`src/car_pkg.sv`:
```
`default_nettype none

package car_pkg;

    ////////////////////////////////////////
    // Travel direction
    ////////////////////////////////////////

    // Direction the car serves requests in
    typedef enum logic {
        dir_down = 1'b0,
        dir_up   = 1'b1
    } direction_t;

    // The car starts out serving upward requests
    localparam direction_t reset_direction = dir_up;

endpackage

`default_nettype wire

```
`src/floor_pkg.sv`:
```
`default_nettype none

package floor_pkg;

    ////////////////////////////////////////
    // Floor numbering
    ////////////////////////////////////////

    // Floors served by the car
    localparam int num_floors = 11;

    // Width of a floor index, enough for index 10
    localparam int floor_bits = 4;

    ////////////////////////////////////////
    // Floor types
    ////////////////////////////////////////

    // Floor 1 is index 0, floor 11 is index 10
    typedef logic [floor_bits-1:0] floor_t;

    // One request bit per floor, bit i is floor index i
    typedef logic [num_floors-1:0] floor_mask_t;

endpackage

`default_nettype wire

```
`src/request_if.sv`:
```
`timescale 1ns/1ps
`default_nettype none

// Request lights and their enables between the register and the controller
interface request_if import floor_pkg::*; ();

    // Lit hall call and car panel requests
    floor_mask_t hall_lights;
    floor_mask_t car_lights;

    // New presses are taken only when this is high
    logic accept_enable;

    // Lights at the current floor are cleared when this is high
    logic clear_enable;

    modport bank (
        output hall_lights,
        output car_lights,
        input  accept_enable,
        input  clear_enable
    );

    modport control (
        output accept_enable,
        output clear_enable
    );

endinterface

`default_nettype wire

```
`src/scan_if.sv`:
```
`timescale 1ns/1ps
`default_nettype none

// Scan results toward the controller, direction back to the scanner
interface scan_if import floor_pkg::*, car_pkg::*; ();

    // Current travel direction from the direction register
    direction_t direction;

    // Pending requests on either side of the car
    logic any_above;
    logic any_below;

    // Nearest pending floor on each side, current floor when a side is empty
    floor_t nearest_above;
    floor_t nearest_below;

    modport scanner (
        input  direction,
        output any_above,
        output any_below,
        output nearest_above,
        output nearest_below
    );

    modport control (
        output direction,
        input  any_above,
        input  any_below,
        input  nearest_above,
        input  nearest_below
    );

endinterface

`default_nettype wire

```
`src/dispatch_control.sv`:
```
`timescale 1ns/1ps
`default_nettype none

module dispatch_control import floor_pkg::*, car_pkg::*; (
    input  wire         clock,
    input  wire         reset_n,
    input  wire         emergency_button,
    input  wire         power_switch,
    input  wire         car_moving,
    input  wire floor_t current_floor,
    input  wire         door_open_button,
    input  wire         door_close_button,
    request_if.control  requests,
    scan_if.control     scan,
    output floor_t      target_floor,
    output direction_t  direction,
    output logic        start_car,
    output logic        door_open_allowed,
    output logic        door_close_allowed
);

    logic       run_enable;
    logic       stopped_powered;
    direction_t next_direction;
    floor_t     next_target;
    logic       next_start;

    // Car may run when powered and no emergency is active
    assign run_enable      = power_switch & ~emergency_button;
    assign stopped_powered = power_switch & ~car_moving;

    assign requests.accept_enable = run_enable;
    assign requests.clear_enable  = stopped_powered;

    ////////////////////////////////////////
    // Direction and target selection
    ////////////////////////////////////////

    // Reverse only when nothing is left ahead and something waits behind
    always_comb begin
        next_direction = direction;
        case (direction)
            dir_up: begin
                if (!scan.any_above && scan.any_below) begin
                    next_direction = dir_down;
                end
            end
            default: begin
                if (!scan.any_below && scan.any_above) begin
                    next_direction = dir_up;
                end
            end
        endcase
    end

    // The scanner reports current_floor for an empty side
    assign next_target = (direction == dir_up) ? scan.nearest_above : scan.nearest_below;

    assign next_start = run_enable & ~car_moving & (next_target != current_floor);

    ////////////////////////////////////////
    // Output registers
    ////////////////////////////////////////

    always_ff @(posedge clock or negedge reset_n) begin
        if (!reset_n) begin
            direction          <= reset_direction;
            target_floor       <= '0;
            start_car          <= 1'b0;
            door_open_allowed  <= 1'b0;
            door_close_allowed <= 1'b0;
        end else begin
            direction    <= next_direction;
            target_floor <= next_target;
            start_car    <= next_start;
            // Door buttons count only while stopped with power on
            door_open_allowed  <= door_open_button & stopped_powered;
            door_close_allowed <= door_close_button & stopped_powered;
        end
    end

    assign scan.direction = direction;

endmodule

`default_nettype wire

```
`src/floor_logic_top.sv`:
```
`timescale 1ns/1ps
`default_nettype none

module floor_logic_top import floor_pkg::*, car_pkg::*; (
    input  wire              clock,
    input  wire              reset_n,
    input  wire floor_mask_t hall_buttons,
    input  wire floor_mask_t car_buttons,
    input  wire              door_open_button,
    input  wire              door_close_button,
    input  wire              emergency_button,
    input  wire              power_switch,
    input  wire floor_t      current_floor,
    input  wire              car_moving,
    output floor_mask_t      hall_lights,
    output floor_mask_t      car_lights,
    output floor_t           target_floor,
    output direction_t       direction,
    output logic             start_car,
    output logic             door_open_allowed,
    output logic             door_close_allowed
);

    request_if request_bus ();
    scan_if    scan_bus ();

    // Request lights, set by buttons and cleared on arrival
    request_register i_request_register (
        .clock         (clock),
        .reset_n       (reset_n),
        .hall_buttons  (hall_buttons),
        .car_buttons   (car_buttons),
        .current_floor (current_floor),
        .bank          (request_bus.bank)
    );

    floor_scanner i_floor_scanner (
        .hall_lights   (request_bus.hall_lights),
        .car_lights    (request_bus.car_lights),
        .current_floor (current_floor),
        .scan          (scan_bus.scanner)
    );

    dispatch_control i_dispatch_control (
        .clock              (clock),
        .reset_n            (reset_n),
        .emergency_button   (emergency_button),
        .power_switch       (power_switch),
        .car_moving         (car_moving),
        .current_floor      (current_floor),
        .door_open_button   (door_open_button),
        .door_close_button  (door_close_button),
        .requests           (request_bus.control),
        .scan               (scan_bus.control),
        .target_floor       (target_floor),
        .direction          (direction),
        .start_car          (start_car),
        .door_open_allowed  (door_open_allowed),
        .door_close_allowed (door_close_allowed)
    );

    assign hall_lights = request_bus.hall_lights;
    assign car_lights  = request_bus.car_lights;

endmodule

`default_nettype wire

```
`src/floor_scanner.sv`:
```
`timescale 1ns/1ps
`default_nettype none

module floor_scanner import floor_pkg::*; (
    input  wire floor_mask_t hall_lights,
    input  wire floor_mask_t car_lights,
    input  wire floor_t current_floor,
    scan_if.scanner     scan
);

    floor_mask_t pending;
    floor_mask_t above_mask;
    floor_mask_t below_mask;
    floor_t      nearest_above;
    floor_t      nearest_below;

    // A floor is pending when either light is on
    assign pending = hall_lights | car_lights;

    ////////////////////////////////////////
    // Side masks
    ////////////////////////////////////////

    always_comb begin
        for (int i = 0; i < num_floors; i++) begin
            above_mask[i] = floor_t'(i) > current_floor;
            below_mask[i] = floor_t'(i) < current_floor;
        end
    end

    ////////////////////////////////////////
    // Nearest request on each side
    ////////////////////////////////////////

    // Walk down from the top so the lowest floor above wins
    always_comb begin
        nearest_above = current_floor;
        for (int i = num_floors - 1; i >= 0; i--) begin
            if (pending[i] && above_mask[i]) begin
                nearest_above = floor_t'(i);
            end
        end
    end

    // Walk up from the bottom so the highest floor below wins
    always_comb begin
        nearest_below = current_floor;
        for (int i = 0; i < num_floors; i++) begin
            if (pending[i] && below_mask[i]) begin
                nearest_below = floor_t'(i);
            end
        end
    end

    assign scan.any_above     = |(pending & above_mask);
    assign scan.any_below     = |(pending & below_mask);
    assign scan.nearest_above = nearest_above;
    assign scan.nearest_below = nearest_below;

endmodule

`default_nettype wire

```
`src/request_register.sv`:
```
`timescale 1ns/1ps
`default_nettype none

module request_register import floor_pkg::*; (
    input  wire         clock,
    input  wire         reset_n,
    input  wire floor_mask_t hall_buttons,
    input  wire floor_mask_t car_buttons,
    input  wire floor_t current_floor,
    request_if.bank     bank
);

    floor_mask_t hall_q;
    floor_mask_t car_q;
    floor_mask_t here_mask;
    floor_mask_t accept_mask;
    floor_mask_t clear_mask;

    // Set on a press, clear on arrival
    function automatic floor_mask_t next_lights(
        input floor_mask_t lights,
        input floor_mask_t buttons,
        input floor_mask_t accept,
        input floor_mask_t clear
    );
        return (lights | (buttons & accept)) & ~clear;
    endfunction

    ////////////////////////////////////////
    // Set and clear masks
    ////////////////////////////////////////

    // One hot mask of the floor the car stands at
    assign here_mask = floor_mask_t'(1) << current_floor;

    // A press at the car's own floor never lights
    assign accept_mask = bank.accept_enable ? ~here_mask : '0;
    assign clear_mask  = bank.clear_enable ? here_mask : '0;

    ////////////////////////////////////////
    // Light registers
    ////////////////////////////////////////

    always_ff @(posedge clock or negedge reset_n) begin
        if (!reset_n) begin
            hall_q <= '0;
            car_q  <= '0;
        end else begin
            hall_q <= next_lights(hall_q, hall_buttons, accept_mask, clear_mask);
            car_q  <= next_lights(car_q, car_buttons, accept_mask, clear_mask);
        end
    end

    assign bank.hall_lights = hall_q;
    assign bank.car_lights  = car_q;

endmodule

`default_nettype wire

```
`config.mk`:
```
export PLATFORM = sky130hd
export DESIGN_NAME = floor_logic_top
export DESIGN_NICKNAME = d
export VERILOG_FILES = /design/src/car_pkg.sv /design/src/floor_pkg.sv /design/src/request_if.sv /design/src/scan_if.sv /design/src/dispatch_control.sv /design/src/floor_logic_top.sv /design/src/floor_scanner.sv /design/src/request_register.sv
export SDC_FILE = /design/constraint.sdc
export NUM_CORES = 1
export LEC_CHECK = 0
export BUFFER_PORTS_ARGS = -buffer_cell sky130_fd_sc_hd__buf_2
export CAP_MARGIN = 20
export CORE_MARGIN = 4
export CORE_UTILIZATION = 25
export DETAILED_ROUTE_END_ITERATION = 8
export PLACE_DENSITY = 0.44
export SLEW_MARGIN = 20
export SYNTH_ARGS = -nofsm -noshare
export SYNTH_HDL_FRONTEND = slang
export SYNTH_SLANG_ARGS = --single-unit
```
`constraint.sdc`:
```
create_clock -name clock -period 2.45 [get_ports clock]
set_input_delay 0.1225 -clock clock [delete_from_list [all_inputs] [get_ports clock]]
set_output_delay 0.1225 -clock clock [all_outputs]
set_load 0.005 [all_outputs]
```
==> parameters.txt <==
Parameter                              Value

Outcome
  Outcome    completed

STA
  Fmax    440 MHz
  Ratio of final minimum period to clock period    92.8%
  Number of max-slew violations in the final report    0
  Aggregate negative setup slack    0 ns
  Post-layout min period    2.27 ns
  Transition time at the pin with the least slew margin    0.690 ns
  Endpoints failing setup    0
  Largest clock skew in the final design    0.00255 ns
  RSZ-0062 raised after global routing    false
  Max-slew headroom    54.0%
  Hold violation count in the final report    0

Clocking
  Buffer cell driving the clock tree root    clkbuf_8
  Buffers inserted during post-CTS setup optimization    0
  Clock tree buffer depth    2
  Max H-tree Level    2
  Clock transition at the register clock pins on the worst setup and hold paths after CTS    0.06 ns
  CTS tree    yes
  Total clock sinks    30
  Total CTS buffers    5
  Clock Latency Late Sink    0.28 ns

Layout
  Proportion of layout cells with a drive suffix above 1    between 30% and 40%
  Antenna diodes    0
  Number of fill cells    860
  Layout overhead on the synthesized area    22.0%
  Utilization after layout    31.8%
  Number of nets in the final layout    333

Yosys
  Leading post-synthesis cells by cell area    dfrtp_1, nor2_1, a21oi_1
  EDFF count, synth    0
  Combined area of all synthesized cells    2030 um2
  Synth top area share    35.7%
  Yosys warnings    0
  Post-synthesis sequential element count    30
  Share of the yosys chip area belonging to registers    37.0%
  Cells after Synth    239
  Cell type with the highest aggregate area in the netlist    dfrtp_1
  Most common library cells after synthesis    nor2_1, dfrtp_1, a21oi_1, nor3_1, o21ai_0
  Top_reg_cell synth    dfrtp_1
  Share of flip-flops with an asynchronous set or reset    100%
  Cell with the most instances after synthesis    nor2_1
  Post-synthesis net count    272
  Average cell area after synthesis    8.50 um2
  Number of different library cells in the post-synthesis netlist    59

Worst setup path
  Maximum net fanout on the critical path    6
  Path depth of the worst reg2reg path    6
  Crit path capture type    register
  CP max stage delay    0.48 ns
  Critical-path cell with the highest stage delay    nor4_1
  R2r startpoint    i_request_register.bank.hall_lights[3]
  Critical Path AT    2.44 ns
  Kind of start point of the critical path    register
  Type of the worst setup path    register to register
  Minimum setup slack among reg-to-reg paths    roughly 0.18 ns
  Critical path required time    2.62 ns
  Critical-path cell list    nor4_1 > o32ai_4 > nor4_2 > o21ai_1 > a22o_1 > o31a_1
  Reg2Reg Capture Point    i_dispatch_control.start_car

Run
  Max cap viols    0

GRT
  Number of global-route vias before repair    between 1500 and 2000
  GRT Total Usage    13.4%
  Antenna violations before repair    0
  Pin count of the biggest net entering global routing    31
  First-pass GRT wire length    10.5 mm
  Residual overflow from global routing    0

Hold path
  Hold depth    3
  Min-Delay Endpoint    i_dispatch_control.door_open_allowed
  Critical hold path startpoint    door_open_button
  Type of the tightest min-delay check    input port to register

Power
  Internal    0.000912 W
  Total power density per cell area    546 nW/um2
  Sw Ratio    32.7%
  Sequential group share of total power    45.5%
  Largest vdd supply drop    between 150 and 200 uV
  Leakage    slightly below 1 nW
  Combinational share of power    26.5%
  Power spent charging and discharging nets    0.000442 W
  Relative contribution of the clock network to total power    28.0%

Detailed routing
  Number of antenna-violating nets in the routed design    0
  Iteration-0 DRC count of the detailed router    86
  Via count    1974
  Final Routed Wirelength    6.16 mm
  Drt wl/cell    roughly 15 um
  Drt pass-1 iters    4
  DRC errors left    0
  Per-cell via count in the routed design    4.91

Placed design
  Weighted congestion reported at the end of routability-driven placement    0.873
  HPWL after DPL    4.80 mm
  Total of buffers placed on input and output ports    62

Die
  Area inside the core boundary    7810 um2
  Number of placement rows    32
  Effective utilization at floorplan    26.0%
  Overall die area    9630 um2
  Floorplan die height    98.2 um
  Total I/O pin count    63
  Die width    98.2 um
[cell usage in the layout (no fill, tap or decap), drive strengths merged, types with 2 or more instances in the layout]
cell / instances
buf: 67
nor2: 59
dfrtp: 29
a21oi: 27
o21ai: 14
nor3: 13
clkbuf: 7
o22ai: 7
nand2: 6
a31oi: 6
nand2b: 6
nor4: 6
a211oi: 6
inv: 5
or2: 4
a2bb2oi: 3
a21o: 3
nor2b: 2
or4: 2
a221oi: 2
or3: 2
o32ai: 2
o21ba: 2
a21bo: 2
[per-stage QoR]
| step | total power [W] | instances | hold WS, ns | setup WS, ns | cell area (um2) |
|---|---|---|---|---|---|
| 2_1_floorplan | 0.000839 | 239 | -0.173 | 0.355 | 2030 |
| 3_3_place_gp | 0.000988 | 394 | 0.217 | 0.204 | 2390 |
| 3_5_place_dp | 0.000988 | 394 | 0.220 | 0.161 | 2390 |
| 4_1_cts | 0.00138 | 402 | 0.0372 | 0.176 | 2470 |
| 5_1_grt | 0.00145 | 402 | 0.0354 | 0.0476 | 2480 |
| 6_report | 0.00135 | 402 | 0.0442 | 0.176 | 2480 |
[timing repair]
action                                 in CTS  in global routing
resized for setup                           0                  1
hold buffers                                1                  0
setup endpoints to repair                   0                  1
endpoints found under the hold margin      29                  0
[how the worst max path moves through the flow]
stage | start | endpoint | slack [ns] | depth (start not counted)
5_1_grt | i_request_register.bank.car_lights[10] | i_dispatch_control.start_car | 0.05 | 7
2_1_floorplan | i_request_register.bank.hall_lights[1] | i_dispatch_control.start_car | 0.36 | 7
3_3_place_gp | current_floor[3] | i_dispatch_control.start_car | 0.20 | 8
3_5_place_dp | current_floor[3] | i_dispatch_control.start_car | 0.16 | 8
6_report | i_request_register.bank.hall_lights[3] | i_dispatch_control.start_car | 0.18 | 6
4_1_cts | i_request_register.bank.hall_lights[1] | i_dispatch_control.start_car | 0.18 | 7
[final cells by class]
| type | count | area (um2) | share of cell area [%] |
|---|---|---|---|
| Inverter | 5 | 18.8 | 0.757 |
| Timing Repair Buffer | 68 | 358 | 14.4 |
| Tap cell | 102 | 128 | 5.15 |
| Multi-Input combinational cell | 190 | 1150 | 46.3 |
| Sequential cell | 30 | 752 | 30.3 |
| Clock buffer | 7 | 76.3 | 3.08 |
[power groups by stage]
stage                     sequential (W)  combinational [W]  clock, W
after floorplan                 0.000617           0.000222         0
after global placement          0.000626           0.000362         0
after detailed placement        0.000625           0.000364         0
after CTS                       0.000616           0.000366  0.000397
after global routing            0.000628           0.000406  0.000418
final                           0.000616           0.000360  0.000379
[layer usage]
layer / vias up / part of all wire, % / wire length, um / track usage, %
met5: - / 0 / 0 / 0
met4: 0 / 1.2 / 72 / 3.47
met3: 7 / 5.4 / 333 / 3.57
met2: 53 / 46 / 2830 / 20.6
met1: 919 / 48 / 2930 / 18.8
li1: 995 / - / - / -
[kinds of logic after synthesis]
family                     Yosys count  synth area share [%]
AOI/OAI and AO/OA                   84                  29.9
DFF                                 30                  37.0
xor gates and xnor gates             2                 0.862
and+or+nand+nor                    103                  24.9
buffers and inverters               19                  6.83
adders and majority gates            1                 0.493
[critical path: cells and delay by family, from the launching register on]
family          cells  cell delay, ns
simple gates        2            0.91
compound gates      4            0.80
flops               1            0.45
[registers in the layout, indices dropped and copies added, names as in the netlist]
signal	count
i_dispatch_control.start_car	1
i_dispatch_control.door_close_allowed	1
i_request_register.bank.hall_lights	11
i_dispatch_control.door_open_allowed	1
i_dispatch_control.direction	1
i_request_register.bank.car_lights	11
i_dispatch_control.target_floor	4
Note: power is estimated with default switching activity, not from simulation.
